[src/rtl/peDecodePkg.sv]
// PE instruction-decode package
// Opcode, predicate, write-back source and update-select encodings,
// plus the default widths for the PE datapath
`default_nettype none

package peDecodePkg;

  // ********************************************************
  // Default widths
  // ********************************************************
  parameter int defDataWidth    = 24;  // PE datapath
  parameter int defRfIndexWidth = 4;   // 16 registers with R0 hard-wired zero

  // ********************************************************
  // Encodings
  // ********************************************************
  // ALU add/sub/compare ops with nop when squashed
  typedef enum logic [2:0] {
    aluNop   = 3'd0,
    aluAdd   = 3'd1,
    aluSub   = 3'd2,
    aluCmpEq = 3'd3,
    aluCmpLt = 3'd4
  } aluOpT;

  // Multiply/shift/logic unit
  typedef enum logic [2:0] {
    mslNop = 3'd0,
    mslMul = 3'd1,
    mslShl = 3'd2,
    mslShr = 3'd3,
    mslAnd = 3'd4,
    mslOr  = 3'd5,
    mslXor = 3'd6
  } mslOpT;

  typedef enum logic [1:0] {
    predAlways = 2'd0,  // Unconditional
    predOnP0   = 2'd1,
    predOnP1   = 2'd2,
    predOnBoth = 2'd3   // P0 and P1
  } predT;

  // Write-back data source
  typedef enum logic [1:0] {
    srcAlu = 2'd0,
    srcLr  = 2'd1,  // Link register
    srcLsu = 2'd2,
    srcMul = 2'd3
  } wbSrcT;

  // Compare-result destination
  typedef enum logic [1:0] {
    updFlag = 2'd0,
    updP0   = 2'd1,
    updP1   = 2'd2,
    updRsvd = 2'd3   // Unused code treated as flag
  } updSelT;

endpackage

`default_nettype wire
[src/rtl/peDecode.sv]
// PE instruction-decode stage, second half
// Predicates the first-half controls and registers write-back, ALU
// and multiply/shift/logic controls and operands for the EX stage
`timescale 1ns/100ps
`default_nettype none

module peDecode
  import peDecodePkg::*;
#(
  parameter int dataWidth    = defDataWidth,
  parameter int rfIndexWidth = defRfIndexWidth
)
(
  input  wire                    iClk,
  input  wire                    rstN,
  // First decode half
  input  var predT               predCode,
  input  wire [rfIndexWidth-1:0] rfAddr,
  input  wire                    rfWe,
  input  var wbSrcT              wbSrc,
  input  var aluOpT              aluOp,
  input  wire                    isAlu,
  input  var updSelT             updSel,
  input  var mslOpT              mslOp,
  input  wire                    isMsl,
  input  wire                    isMul,
  input  wire                    isShift,
  // EX stage predicate regs
  input  wire                    p0,
  input  wire                    p1,
  // Bypass network
  input  wire [dataWidth-1:0]    opA,
  input  wire [dataWidth-1:0]    opB,
  output logic                   isSub,
  // To EX
  output logic                   exWbEn,
  output logic [rfIndexWidth-1:0] exRfAddr,
  output wbSrcT                  exWbSrc,
  output aluOpT                  exAluOp,
  output logic [dataWidth-1:0]   exAluA,
  output logic [dataWidth-1:0]   exAluB,
  output logic                   exUpdFlag,
  output logic                   exUpdP0,
  output logic                   exUpdP1,
  output mslOpT                  exMslOp,
  output logic [dataWidth-1:0]   exMslA,
  output logic [dataWidth-1:0]   exMslB,
  output logic                   exIsMul,
  output logic                   exIsShift
);

  // Predicated controls
  logic  gRfWe;
  aluOpT gAluOp;
  logic  gIsAlu;
  mslOpT gMslOp;
  logic  gIsMsl;
  logic  gIsMul;
  logic  gIsShift;

  // ********************************************************
  // Predicate check for the whole stage
  // ********************************************************
  predicateGate predicateGate_i (
    .predCode (predCode), .p0 (p0), .p1 (p1),
    .rfWe     (rfWe),
    .aluOp    (aluOp),    .isAlu  (isAlu),
    .mslOp    (mslOp),    .isMsl  (isMsl),
    .isMul    (isMul),    .isShift (isShift),
    .gRfWe    (gRfWe),
    .gAluOp   (gAluOp),   .gIsAlu (gIsAlu),
    .gMslOp   (gMslOp),   .gIsMsl (gIsMsl),
    .gIsMul   (gIsMul),   .gIsShift (gIsShift)
  );

  // ********************************************************
  // Issue registers
  // ********************************************************
  writebackReg #(.rfIndexWidth(rfIndexWidth)) writebackReg_i (
    .iClk (iClk), .rstN (rstN),
    .gRfWe (gRfWe), .rfAddr (rfAddr), .wbSrc (wbSrc),
    .exWbEn (exWbEn), .exRfAddr (exRfAddr), .exWbSrc (exWbSrc)
  );

  aluIssue #(.dataWidth(dataWidth)) aluIssue_i (
    .iClk (iClk), .rstN (rstN),
    .gIsAlu (gIsAlu), .gAluOp (gAluOp), .updSel (updSel),
    .opA (opA), .opB (opB),
    .exAluOp (exAluOp), .exAluA (exAluA), .exAluB (exAluB),
    .exUpdFlag (exUpdFlag), .exUpdP0 (exUpdP0), .exUpdP1 (exUpdP1),
    .isSub (isSub)  // Combinational in the same cycle
  );

  mslIssue #(.dataWidth(dataWidth)) mslIssue_i (
    .iClk (iClk), .rstN (rstN),
    .gIsMsl (gIsMsl), .gMslOp (gMslOp),
    .gIsMul (gIsMul), .gIsShift (gIsShift),
    .opA (opA), .opB (opB),
    .exMslOp (exMslOp), .exMslA (exMslA), .exMslB (exMslB),
    .exIsMul (exIsMul), .exIsShift (exIsShift)
  );

endmodule

`default_nettype wire

[src/rtl/mslIssue.sv]
// Multiply/shift/logic issue registers
// Captures operands, opcode and the multiply/shift kind bits for
// MSL instructions only; holds them otherwise to keep EX inputs quiet
`timescale 1ns/100ps
`default_nettype none

module mslIssue
  import peDecodePkg::*;
#(
  parameter int dataWidth = 24
)
(
  input  wire                  iClk,
  input  wire                  rstN,
  input  wire                  gIsMsl,     // Predicated MSL instruction
  input  var mslOpT            gMslOp,
  input  wire                  gIsMul,
  input  wire                  gIsShift,
  input  wire [dataWidth-1:0]  opA,
  input  wire [dataWidth-1:0]  opB,
  output mslOpT                exMslOp,
  output logic [dataWidth-1:0] exMslA,
  output logic [dataWidth-1:0] exMslB,
  output logic                 exIsMul,    // Kind bits for EX
  output logic                 exIsShift
);

  // ********************************************************
  // Kind bits
  // ********************************************************
  // Logic ops load both as 0
  always_ff @(posedge iClk or negedge rstN)
  begin
    if (!rstN)
    begin
      exIsMul   <= 1'b0;
      exIsShift <= 1'b0;
    end
    else if (gIsMsl)
    begin
      exIsMul   <= gIsMul;
      exIsShift <= gIsShift;
    end
  end

  // ********************************************************
  // Operands and opcode
  // ********************************************************
  always_ff @(posedge iClk or negedge rstN)
  begin
    if (!rstN)
    begin
      exMslOp <= mslNop;
      exMslA  <= '0;
      exMslB  <= '0;
    end
    else if (gIsMsl)  // Unchanged across ALU-only cycles
    begin
      exMslOp <= gMslOp;
      exMslA  <= opA;
      exMslB  <= opB;
    end
  end

endmodule

`default_nettype wire

[src/rtl/aluIssue.sv]
// ALU issue registers
// Captures add/sub/compare operands and opcode, routes the compare
// result to flag, P0 or P1, and flags a subtract to the bypass network
`timescale 1ns/100ps
`default_nettype none

module aluIssue
  import peDecodePkg::*;
#(
  parameter int dataWidth = 24
)
(
  input  wire                  iClk,
  input  wire                  rstN,
  input  wire                  gIsAlu,    // Predicated ALU instruction
  input  var aluOpT            gAluOp,
  input  var updSelT           updSel,
  input  wire [dataWidth-1:0]  opA,       // From bypass network
  input  wire [dataWidth-1:0]  opB,
  output aluOpT                exAluOp,
  output logic [dataWidth-1:0] exAluA,
  output logic [dataWidth-1:0] exAluB,
  output logic                 exUpdFlag,
  output logic                 exUpdP0,
  output logic                 exUpdP1,
  output logic                 isSub      // Same cycle, to bypass
);

  logic updFlagD;
  logic updP0D;
  logic updP1D;

  // ********************************************************
  // Compare-result routing
  // ********************************************************
  always_comb
  begin
    updFlagD = 1'b0;
    updP0D   = 1'b0;
    updP1D   = 1'b0;
    case (updSel)
      updP0:   updP0D   = gIsAlu;
      updP1:   updP1D   = gIsAlu;
      default: updFlagD = gIsAlu;  // updFlag and the spare code
    endcase
  end

  // Update bits track every instruction
  always_ff @(posedge iClk or negedge rstN)
  begin
    if (!rstN)
    begin
      exUpdFlag <= 1'b0;
      exUpdP0   <= 1'b0;
      exUpdP1   <= 1'b0;
    end
    else
    begin
      exUpdFlag <= updFlagD;
      exUpdP0   <= updP0D;
      exUpdP1   <= updP1D;
    end
  end

  // ********************************************************
  // Operand and opcode registers
  // ********************************************************
  always_ff @(posedge iClk or negedge rstN)
  begin
    if (!rstN)
    begin
      exAluOp <= aluNop;
      exAluA  <= '0;
      exAluB  <= '0;
    end
    else if (gIsAlu)  // Hold between ALU instructions
    begin
      exAluOp <= gAluOp;
      exAluA  <= opA;
      exAluB  <= opB;
    end
  end

  // Squashed opcode is nop, so a predicated-off sub never shows
  assign isSub = (gAluOp == aluSub);

endmodule

`default_nettype wire

[src/rtl/writebackReg.sv]
// Register-file write-back pipeline registers
// Suppresses writes to R0 and holds the address and source select
// between effective writes
`timescale 1ns/100ps
`default_nettype none

module writebackReg
  import peDecodePkg::*;
#(
  parameter int rfIndexWidth = 4
)
(
  input  wire                    iClk,
  input  wire                    rstN,
  input  wire                    gRfWe,     // Predicated write enable
  input  wire [rfIndexWidth-1:0] rfAddr,
  input  var wbSrcT              wbSrc,
  output logic                   exWbEn,
  output logic [rfIndexWidth-1:0] exRfAddr,
  output wbSrcT                  exWbSrc
);

  logic wrEff;  // Write that really lands

  // R0 reads as zero, so a write there is dropped
  assign wrEff = gRfWe & (|rfAddr);

  // ********************************************************
  // Pipeline registers
  // ********************************************************
  // Enable follows every instruction
  always_ff @(posedge iClk or negedge rstN)
  begin
    if (!rstN)
      exWbEn <= 1'b0;
    else
      exWbEn <= wrEff;
  end

  // Index and source only move on a real write
  always_ff @(posedge iClk or negedge rstN)
  begin
    if (!rstN)
    begin
      exRfAddr <= '0;
      exWbSrc  <= srcAlu;
    end
    else if (wrEff)
    begin
      exRfAddr <= rfAddr;  // Held otherwise
      exWbSrc  <= wbSrc;
    end
  end

endmodule

`default_nettype wire

[src/rtl/predicateGate.sv]
// Predicate gate
// Checks the two-bit predicate code against P0/P1 and squashes the
// instruction's enables and opcodes when the predicate fails
`timescale 1ns/100ps
`default_nettype none

module predicateGate
  import peDecodePkg::*;
(
  input  var predT  predCode,  // From first decode half
  input  wire       p0,        // Predicate regs from EX
  input  wire       p1,
  input  wire       rfWe,
  input  var aluOpT aluOp,
  input  wire       isAlu,
  input  var mslOpT mslOp,
  input  wire       isMsl,
  input  wire       isMul,
  input  wire       isShift,
  output logic      gRfWe,     // Squashed controls
  output aluOpT     gAluOp,
  output logic      gIsAlu,
  output mslOpT     gMslOp,
  output logic      gIsMsl,
  output logic      gIsMul,
  output logic      gIsShift
);

  logic insValid;  // Instruction executes

  // ********************************************************
  // Predicate decode
  // ********************************************************
  always_comb
  begin
    case (predCode)
      predAlways: insValid = 1'b1;
      predOnP0:   insValid = p0;
      predOnP1:   insValid = p1;
      predOnBoth: insValid = p0 & p1;
      default:    insValid = 1'b1;
    endcase
  end

  // Squash drives enables low and opcodes to nop
  assign gRfWe    = insValid & rfWe;
  assign gIsAlu   = insValid & isAlu;
  assign gIsMsl   = insValid & isMsl;
  assign gIsMul   = insValid & isMul;
  assign gIsShift = insValid & isShift;
  assign gAluOp   = insValid ? aluOp : aluNop;
  assign gMslOp   = insValid ? mslOp : mslNop;

endmodule

`default_nettype wire

[config.mk]
export PLATFORM = sky130hd
export DESIGN_NAME = peDecode
export DESIGN_NICKNAME = d
export VERILOG_FILES = /design/src/rtl/peDecodePkg.sv /design/src/rtl/peDecode.sv /design/src/rtl/mslIssue.sv /design/src/rtl/aluIssue.sv /design/src/rtl/writebackReg.sv /design/src/rtl/predicateGate.sv
export SDC_FILE = /design/constraint.sdc
export NUM_CORES = 1
export LEC_CHECK = 0
export ABC_AREA = 1
export ABC_CLOCK_PERIOD_IN_PS = 800
export BUFFER_PORTS_ARGS = -buffer_cell sky130_fd_sc_hd__clkbuf_2
export CAP_MARGIN = 20
export CORE_MARGIN = 3
export CORE_UTILIZATION = 40
export CTS_BUF_LIST = sky130_fd_sc_hd__clkbuf_8 sky130_fd_sc_hd__clkbuf_16
export CTS_CLUSTER_SIZE = 16
export DETAILED_ROUTE_END_ITERATION = 7
export GPL_TIMING_DRIVEN = 0
export PLACE_DENSITY = 0.76
export SYNTH_ARGS = -nofsm -noshare
export SYNTH_HDL_FRONTEND = slang
export SYNTH_HIERARCHICAL = 1
export SYNTH_SLANG_ARGS = --single-unit
[constraint.sdc]
create_clock -name iClk -period 0.8 [get_ports iClk]
set_input_delay 0 -clock iClk [delete_from_list [all_inputs] [get_ports iClk]]
set_output_delay 0 -clock iClk [all_outputs]
set_load 0.02 [all_outputs]
==> results of run 1 <==
## layer usage
metal / part of all wire / vias up
met4: 0.029 / 0
met5: 0 / -
met1: 0.36 / 2320
met2: 0.55 / 216
li1: - / 2206
met3: 0.061 / 47
## state kept, by name (all words and copies together) (netlist names)
register	cells
mslIssue_i/exIsShift	1
writebackReg_i/exWbEn	1
mslIssue_i/exMslOp	3
mslIssue_i/exMslA	24
mslIssue_i/exMslB	24
aluIssue_i/exUpdFlag	1
mslIssue_i/exIsMul	1
aluIssue_i/exAluOp	3
aluIssue_i/exUpdP1	1
writebackReg_i/exRfAddr	4
aluIssue_i/exUpdP0	1
aluIssue_i/exAluB	24
writebackReg_i/exWbSrc	2
aluIssue_i/exAluA	24
## cell usage after synthesis (all sizes together)
cell type,n
nand3,3
ha,2
buf,23
nand2,336
inv,22
nor2,14
dfrtp,114
## power groups by stage
stage | Clock (mW) | Combinational (mW) | Sequential, mW
floorplan | 0 | 1.08 | 8.12
global placement | 0 | 3.53 | 7.11
detailed placement | 0 | 3.62 | 7.15
CTS | 7.50 | 4.50 | 7.07
global route | 7.83 | 6.23 | 7.32
finish | 7.43 | 5.86 | 7.26
## cell families (layout without fill, tap and decap cells)
group         count (synthesis)  after routing
simple gates                353            353
flops                       114            114
buf+inv                      45            395
fa+ha+maj                     2              2
## worst register-to-register path: cells and delay by family, from the launching register on
family / cells / cell delay [ps]
AND/OR/NAND/NOR: 2 / 120
buffers and inverters: 2 / 260
flip-flops: 1 / 400
## cell type report
| type | instances | area share |
|---|---|---|
| tap | 140 | 0.02091 |
| timing repair buffer | 318 | 0.3482 |
| multi-input combinational | 355 | 0.1769 |
| clock buffer | 17 | 0.05079 |
| inverter | 22 | 0.01285 |
| buffer | 23 | 0.03152 |
| sequential | 114 | 0.3406 |
| clock inverter | 15 | 0.01823 |
## stage by stage
step / hold slack [ps] / setup slack (ps)
after floorplan: -295.6 / -62.14
after global placement: 219.8 / -1811
after detailed placement: 197.9 / -373.7
after CTS: -239.1 / -184.9
after global routing: -217.3 / -205.0
final: -311.2 / -168.1
## final timing paths
kind	startpoint	end	depth (start not counted)
worst min register to register	mslIssue_i/exMslA[18]$_DFFE_PN0P_	mslIssue_i/exMslA[18]$_DFFE_PN0P_	2
worst min-delay path	rstN	aluIssue_i/exAluB[19]$_DFFE_PN0P_	1
worst max-delay path	aluIssue_i/exAluB[18]$_DFFE_PN0P_	exAluB[18]	1
min in group iClk	aluOp[0]	aluIssue_i/exAluOp[0]$_DFFE_PN0P_	5
max in group asynchronous	rstN	aluIssue_i/exAluB[9]$_DFFE_PN0P_	1
worst max register to register	aluIssue_i/exAluA[12]$_DFFE_PN0P_	aluIssue_i/exAluA[12]$_DFFE_PN0P_	4
## layout by cell type (no fill, tap or decap), types with 5 or more instances in the layout
cell and n:
sky130_fd_sc_hd__inv_1 21, sky130_fd_sc_hd__clkbuf_16 17, sky130_fd_sc_hd__nand2_2 17, sky130_fd_sc_hd__clkbuf_8 28, sky130_fd_sc_hd__nand2_1 316, sky130_fd_sc_hd__buf_6 96, sky130_fd_sc_hd__buf_12 5, sky130_fd_sc_hd__clkbuf_2 68
sky130_fd_sc_hd__nor2_2 7, sky130_fd_sc_hd__clkinv_2 5, sky130_fd_sc_hd__buf_4 75, sky130_fd_sc_hd__dlygate4sd3_1 62, sky130_fd_sc_hd__nor2_4 6, sky130_fd_sc_hd__dfrtp_1 114
## repair_timing
item	CTS	global route
setup endpoints to repair	115	123
pin swaps	1	8
gates resized for setup	62	283
endpoints found under the hold margin	228	117
setup buffers	28	41
==> impl_metrics.xml, run 1 <==
<?xml version="1.0" encoding="UTF-8"?>
<metrics>
  <group name="outcome">
    <metric name="outcome" unit="">finished with violations</metric>
    <metric name="violations" unit="">hold timing, setup timing</metric>
  </group>
  <group name="final_layout">
    <metric name="stdcell_count" unit="">1004</metric>
    <metric name="regArea" unit="um2">2853</metric>
    <metric name="num_antenna_cells" unit="">0</metric>
    <metric name="multi_input_area" unit="um2">1481</metric>
    <metric name="nFillCells" unit="">648</metric>
    <metric name="area_growth_syn_to_layout" unit="%">82.00</metric>
    <metric name="final_core_utilization" unit="">0.7593</metric>
    <metric name="final_nets" unit="">926</metric>
    <metric name="layout.cell_area.non_filler" unit="um2">8376</metric>
    <metric name="layout-drive-gt1-share" unit="">0.3970</metric>
  </group>
  <group name="placement">
    <metric name="routability_congestion_estimate_from_global_placement" unit="">0.7932</metric>
    <metric name="postPlaceCellArea" unit="um2">5752</metric>
    <metric name="numPortBuffers" unit="">187</metric>
    <metric name="dp.final_hpwl" unit="um">8508</metric>
    <metric name="cell_count_after_placement" unit="">841</metric>
  </group>
  <group name="yosys">
    <metric name="ys_ff_latch" unit="">114</metric>
    <metric name="postSynthAreaPerCell" unit="um2">8.953</metric>
    <metric name="postSynthCellCount" unit="">514</metric>
    <metric name="synth_top_family_by_area" unit="">simple AND/OR/NAND/NOR gates</metric>
    <metric name="post_synthesis_share_of_cell_area_spent_on_xor_and_xnor_gates" unit="">0</metric>
    <metric name="synth.net_count" unit="">589</metric>
    <metric name="compound_cell_area_share_of_the_yosys_netlist" unit="">0</metric>
    <metric name="netlist_area" unit="um2">4602</metric>
    <metric name="synth_top_cell_area_share" unit="">0.6199</metric>
    <metric name="yosys_warnings" unit="">6</metric>
    <metric name="post_synth_cell_types" unit="">14</metric>
    <metric name="synthAdderAreaFrac" unit="">0.005438</metric>
    <metric name="post_synth_and_or_nand_nor_area_fraction" unit="">0.3056</metric>
    <metric name="share_of_synthesized_area_spent_on_multiplexers" unit="">0</metric>
    <metric name="ys_top_cells_by_area" unit="">sky130_fd_sc_hd__dfrtp_1 62%, sky130_fd_sc_hd__nand2_1 26%, sky130_fd_sc_hd__buf_6 2.9%</metric>
    <metric name="sequential_element_share_of_the_synthesized_area" unit="">0.6199</metric>
    <metric name="synthDominantAreaCellType" unit="">sky130_fd_sc_hd__dfrtp_1</metric>
  </group>
  <group name="global_routing">
    <metric name="first_pass_grt_wire_length" unit="um">22360</metric>
    <metric name="met2_routing_resource_usage_after_global_routing" unit="">0.3918</metric>
    <metric name="antenna_found_initial" unit="">0</metric>
    <metric name="global_route.usage.met1" unit="">0.2522</metric>
    <metric name="globalRouteTotalUtil" unit="">0.2207</metric>
    <metric name="first_global_vias" unit="">4662</metric>
    <metric name="grt_overflow_total" unit="">0</metric>
    <metric name="use_met3" unit="">0.05615</metric>
    <metric name="grt-busiest-layer" unit="">met2</metric>
    <metric name="largest_net_degree_at_the_start_of_global_routing" unit="">115</metric>
  </group>
  <group name="power">
    <metric name="total_power" unit="mW">20.56</metric>
    <metric name="power_switching_share" unit="">0.2975</metric>
    <metric name="worst_ir_drop_vdd" unit="mV">1.642</metric>
    <metric name="power_frac_seq" unit="">0.353</metric>
    <metric name="leakage_power_summed_over_all_cells" unit="nW">4.672</metric>
    <metric name="clockPowerShare" unit="">0.362</metric>
    <metric name="switchingPower" unit="mW">6.115</metric>
    <metric name="power_density" unit="nW/um2">2454</metric>
    <metric name="comb_power_share" unit="">0.285</metric>
    <metric name="p_int" unit="mW">14.44</metric>
  </group>
  <group name="route">
    <metric name="drt_iter0_markers" unit="">373</metric>
    <metric name="post-route-drc-count" unit="">0</metric>
    <metric name="finalWirelength" unit="um">16690</metric>
    <metric name="drt_first_pass_iters" unit="">4</metric>
    <metric name="vias" unit="">4789</metric>
    <metric name="vias_per_instance" unit="">4.770</metric>
    <metric name="final_antenna_net_count" unit="">0</metric>
    <metric name="wire_per_inst" unit="um">16.62</metric>
  </group>
  <group name="sta">
    <metric name="post-route-min-period" unit="ps">968.1</metric>
    <metric name="final.setup_skew" unit="ps">0</metric>
    <metric name="final-max-slew-violation-count" unit="">0</metric>
    <metric name="rsz0062_at_grt" unit="">yes</metric>
    <metric name="timing.max_slew.rel_slack" unit="">0.3786</metric>
    <metric name="report.final.setup_viol" unit="">135</metric>
    <metric name="holdWs" unit="ps">-311.2</metric>
    <metric name="fin_tns_setup" unit="ps">-16890</metric>
    <metric name="hold_violations" unit="">116</metric>
    <metric name="tightest_slew" unit="ps">932.1</metric>
    <metric name="min_period_over_period" unit="">1.210</metric>
    <metric name="max_clock_freq" unit="GHz">1.033</metric>
    <metric name="post-route-worst-setup-slack" unit="ps">-168.1</metric>
  </group>
  <group name="clock_tree">
    <metric name="cts_buffer_depth" unit="">2</metric>
    <metric name="worst_setup_hold_path_clk_slew" unit="ps">60</metric>
    <metric name="hold_buffers" unit="">64</metric>
    <metric name="cts-root-buf" unit="">sky130_fd_sc_hd__clkbuf_16</metric>
    <metric name="cts-htree-levels" unit="">4</metric>
    <metric name="cts-buffers-inserted" unit="">17</metric>
    <metric name="cts_tree" unit="">built</metric>
    <metric name="clock_sinks" unit="">114</metric>
    <metric name="clock_insertion_delay_worst_skew" unit="ps">400</metric>
  </group>
  <group name="critical_path">
    <metric name="endpoint_kind" unit="">primary output</metric>
    <metric name="timing.critical_path.from_type" unit="">flip-flop</metric>
    <metric name="crit_path_cell_trace" unit="">clkbuf_8</metric>
    <metric name="crit_family" unit="">flip-flops</metric>
    <metric name="timing.critical_path.buf_inv" unit="">1</metric>
    <metric name="critPathMaxStageDelay" unit="ps">400</metric>
    <metric name="crit_slowest_cell" unit="">sky130_fd_sc_hd__dfrtp_1</metric>
    <metric name="worstPathArrival" unit="ps">970</metric>
    <metric name="worst-endpoint-required" unit="ps">800</metric>
    <metric name="ff_to_ff_setup_slack" unit="ps">-80</metric>
    <metric name="crit_path_max_fanout" unit="">2</metric>
    <metric name="worstSetupPathType" unit="">flip-flop to primary output</metric>
  </group>
  <group name="floorplanning">
    <metric name="die-height" unit="um">113.3</metric>
    <metric name="design.portCount" unit="">188</metric>
    <metric name="initial_core_util" unit="">0.4172</metric>
    <metric name="floorplan.die_area" unit="um2">12830</metric>
    <metric name="coreArea" unit="um2">11030</metric>
    <metric name="core.rowCount" unit="">38</metric>
    <metric name="chip_width" unit="um">113.3</metric>
  </group>
  <group name="worst_hold_path">
    <metric name="hp-class" unit="">input pin to asynchronous set/reset pin</metric>
  </group>
  <group name="job">
    <metric name="max_capacitance_violation_count" unit="">0</metric>
  </group>
</metrics>
(Power assumes the default switching activity.)
==> inputs of run 2 (changes only) <==
Settings changed: PLACE_DENSITY 0.76 to 0.77, SYNTH_HIERARCHICAL 1 to unset.
==> impl_metrics.xml, run 2 <==
<?xml version="1.0" encoding="UTF-8"?>
<metrics>
  <group name="final_layout">
    <metric name="final_cell_mix" unit="">270 x sky130_fd_sc_hd__nand2_1, 114 x sky130_fd_sc_hd__dfrtp_1, 103 x sky130_fd_sc_hd__buf_6, 72 x sky130_fd_sc_hd__clkbuf_2, 64 x sky130_fd_sc_hd__dlygate4sd3_1</metric>
    <metric name="layout-drive-gt1-share" unit="">0.3613</metric>
    <metric name="area_growth_syn_to_layout" unit="%">78.25</metric>
    <metric name="layout.cell_area.non_filler" unit="um2">8069</metric>
    <metric name="mostFrequentLayoutCell" unit="">sky130_fd_sc_hd__nand2_1</metric>
    <metric name="num_antenna_cells" unit="">0</metric>
    <metric name="final_nets" unit="">895</metric>
  </group>
  <group name="outcome">
    <metric name="violations" unit="">hold timing, setup timing</metric>
    <metric name="outcome" unit="">finished with violations</metric>
  </group>
  <group name="critical_path">
    <metric name="crit_path_cell_trace" unit="">buf_6</metric>
    <metric name="crit_path_max_fanout" unit="">2</metric>
    <metric name="worst-endpoint-required" unit="ps">800</metric>
    <metric name="timing.critical_path.buf_inv" unit="">1</metric>
    <metric name="crit_family" unit="">flip-flops</metric>
    <metric name="timing.critical_path.from_type" unit="">flip-flop</metric>
    <metric name="critPathMaxStageDelay" unit="ps">410</metric>
    <metric name="worstSetupPathType" unit="">flip-flop to primary output</metric>
    <metric name="endpoint_kind" unit="">primary output</metric>
    <metric name="worstPathArrival" unit="ps">970</metric>
    <metric name="crit_slowest_cell" unit="">sky130_fd_sc_hd__dfrtp_1</metric>
  </group>
  <group name="floorplanning">
    <metric name="die-height" unit="um">112.4</metric>
    <metric name="floorplan.die_area" unit="um2">12630</metric>
    <metric name="coreArea" unit="um2">10940</metric>
    <metric name="core.rowCount" unit="">38</metric>
    <metric name="chip_width" unit="um">112.4</metric>
    <metric name="initial_core_util" unit="">0.4140</metric>
    <metric name="design.portCount" unit="">188</metric>
  </group>
  <group name="sta">
    <metric name="hold_violations" unit="">115</metric>
    <metric name="final-max-slew-violation-count" unit="">0</metric>
    <metric name="fin_tns_setup" unit="ps">-15840</metric>
    <metric name="post-route-worst-setup-slack" unit="ps">-172.5</metric>
    <metric name="max_clock_freq" unit="GHz">1.028</metric>
    <metric name="tightest_slew" unit="ps">894.4</metric>
    <metric name="timing.max_slew.rel_slack" unit="">0.4037</metric>
    <metric name="report.final.setup_viol" unit="">120</metric>
    <metric name="post-route-min-period" unit="ps">972.5</metric>
    <metric name="min_period_over_period" unit="">1.216</metric>
    <metric name="final.setup_skew" unit="ps">0</metric>
    <metric name="holdWs" unit="ps">-289.1</metric>
    <metric name="rsz0062_at_grt" unit="">yes</metric>
  </group>
  <group name="route">
    <metric name="drt_first_pass_iters" unit="">5</metric>
    <metric name="drt_iter0_markers" unit="">313</metric>
    <metric name="vias" unit="">4716</metric>
    <metric name="wire_per_inst" unit="um">16.21</metric>
    <metric name="final_antenna_net_count" unit="">0</metric>
    <metric name="vias_per_instance" unit="">4.847</metric>
    <metric name="post-route-drc-count" unit="">0</metric>
    <metric name="finalWirelength" unit="um">15780</metric>
  </group>
  <group name="job">
    <metric name="max_capacitance_violation_count" unit="">0</metric>
  </group>
  <group name="placement">
    <metric name="post-place-ws" unit="ps">-495.4</metric>
    <metric name="numPortBuffers" unit="">187</metric>
    <metric name="routability_congestion_estimate_from_global_placement" unit="">0.8500</metric>
    <metric name="dp.final_hpwl" unit="um">8805</metric>
    <metric name="postPlaceCellArea" unit="um2">5652</metric>
  </group>
  <group name="clock_tree">
    <metric name="cts-htree-levels" unit="">4</metric>
    <metric name="clock_insertion_delay_worst_skew" unit="ps">400</metric>
    <metric name="worst_setup_hold_path_clk_slew" unit="ps">60</metric>
    <metric name="cts-root-buf" unit="">sky130_fd_sc_hd__clkbuf_16</metric>
    <metric name="hold_buffers" unit="">64</metric>
    <metric name="cts_tree" unit="">built</metric>
    <metric name="cts-buffers-inserted" unit="">17</metric>
    <metric name="clock_sinks" unit="">114</metric>
    <metric name="cts_buffer_depth" unit="">2</metric>
  </group>
  <group name="yosys">
    <metric name="synth_top_cell_area_share" unit="">0.6302</metric>
    <metric name="netlist_area" unit="um2">4527</metric>
    <metric name="ys_top_cells_by_area" unit="">sky130_fd_sc_hd__dfrtp_1 63%, sky130_fd_sc_hd__nand2_1 23%, sky130_fd_sc_hd__o21ai_0 4.8%</metric>
    <metric name="main_synth_ff_type" unit="">sky130_fd_sc_hd__dfrtp_1</metric>
    <metric name="synth-edff-count" unit="">0</metric>
    <metric name="async_reset_ff_frac" unit="">1.000</metric>
    <metric name="post_synth_cell_types" unit="">21</metric>
    <metric name="synth.net_count" unit="">583</metric>
    <metric name="postSynthAreaPerCell" unit="um2">8.911</metric>
    <metric name="ys_ff_latch" unit="">114</metric>
    <metric name="library_cell_with_the_highest_instance_count_after_synthesis" unit="">sky130_fd_sc_hd__nand2_1</metric>
    <metric name="postSynthCellCount" unit="">508</metric>
    <metric name="yosys_warnings" unit="">0</metric>
    <metric name="synthDominantAreaCellType" unit="">sky130_fd_sc_hd__dfrtp_1</metric>
    <metric name="sequential_element_share_of_the_synthesized_area" unit="">0.6302</metric>
    <metric name="synth_commonest_cells" unit="">275 x sky130_fd_sc_hd__nand2_1, 114 x sky130_fd_sc_hd__dfrtp_1, 43 x sky130_fd_sc_hd__o21ai_0, 19 x sky130_fd_sc_hd__inv_1, 11 x sky130_fd_sc_hd__buf_2</metric>
  </group>
  <group name="global_routing">
    <metric name="grt_overflow_total" unit="">0</metric>
    <metric name="largest_net_degree_at_the_start_of_global_routing" unit="">115</metric>
    <metric name="antenna_found_initial" unit="">0</metric>
    <metric name="first_pass_grt_wire_length" unit="um">22350</metric>
    <metric name="globalRouteTotalUtil" unit="">0.2232</metric>
    <metric name="first_global_vias" unit="">4683</metric>
  </group>
  <group name="power">
    <metric name="total_power" unit="mW">20.66</metric>
    <metric name="power_density" unit="nW/um2">2560</metric>
    <metric name="leakage_power_summed_over_all_cells" unit="nW">4.368</metric>
    <metric name="worst_ir_drop_vdd" unit="mV">1.385</metric>
  </group>
  <group name="worst_hold_path">
    <metric name="hp-class" unit="">input pin to asynchronous set/reset pin</metric>
  </group>
</metrics>
[run 2: final cells by class]
| type | count | area (um2) |
|---|---|---|
| well taps | 140 | 175.2 |
| multi-input cells | 347 | 1489 |
| fillers | 697 | 2867 |
| inverters | 21 | 85.08 |
| flip-flops and latches | 114 | 2853 |
| repair buffers | 293 | 2668 |
| clock buffers | 20 | 466.7 |
| plain buffers | 26 | 170.2 |
| clock inverters | 12 | 162.7 |
[run 2: logic make-up after synthesis]
family,after synthesis,share of synthesized area
simple gates,286,0.2446
compound gates,59,0.06855
fa+ha+maj,2,0.005527
flops,114,0.6302
buf+inv,47,0.05113
[run 2: repair_timing]
item	in CTS	in global routing
setup endpoints to repair	141	141
hold endpoints to repair	227	114
buffers inserted	19	23
resized for setup	40	319
gates cloned	0	1
pin swaps	1	11
[run 2: layer usage]
layer	GRT usage	up-vias	part of all wire
met5	0	-	0
met4	0.1090	0	0.030
met3	0.05337	45	0.061
met2	0.3826	233	0.54
met1	0.2635	2238	0.37
li1	-	2200	-
[run 2: report_power, final]
| part | total [mW] | switching, mW | internal [mW] |
|---|---|---|---|
| combinational | 5.40 | 2.70 | 2.70 |
| clock | 8.02 | 2.61 | 5.41 |
| sequential | 7.25 | 0.651 | 6.60 |
[run 2: final timing paths]
kind | slack [ps] | depth (start not counted) | end | from
max | -170 | 1 | exMslB[15] | mslIssue_i.exMslB[15]$_DFFE_PN0P_
min | -290 | 1 | aluIssue_i.exAluB[0]$_DFFE_PN0P_ | rstN
max reg2reg | -90 | 4 | mslIssue_i.exMslA[2]$_DFFE_PN0P_ | mslIssue_i.exMslA[2]$_DFFE_PN0P_
min reg2reg | 500 | 2 | aluIssue_i.exAluB[10]$_DFFE_PN0P_ | aluIssue_i.exAluB[10]$_DFFE_PN0P_
max in group asynchronous | 460 | 1 | writebackReg_i.exRfAddr[1]$_DFFE_PN0P_ | rstN
min in group iClk | -10 | 5 | aluIssue_i.exAluB[6]$_DFFE_PN0P_ | isAlu
[run 2: per-stage QoR]
step                std cells  utilization  hold WS, ps
detailed placement        835       0.5168        180.1
finish                    973       0.7379       -289.1
CTS                       950       0.6614       -253.8
global placement          835       0.5160        206.5
floorplan                 508            -       -295.6
global route              973       0.7379       -235.9
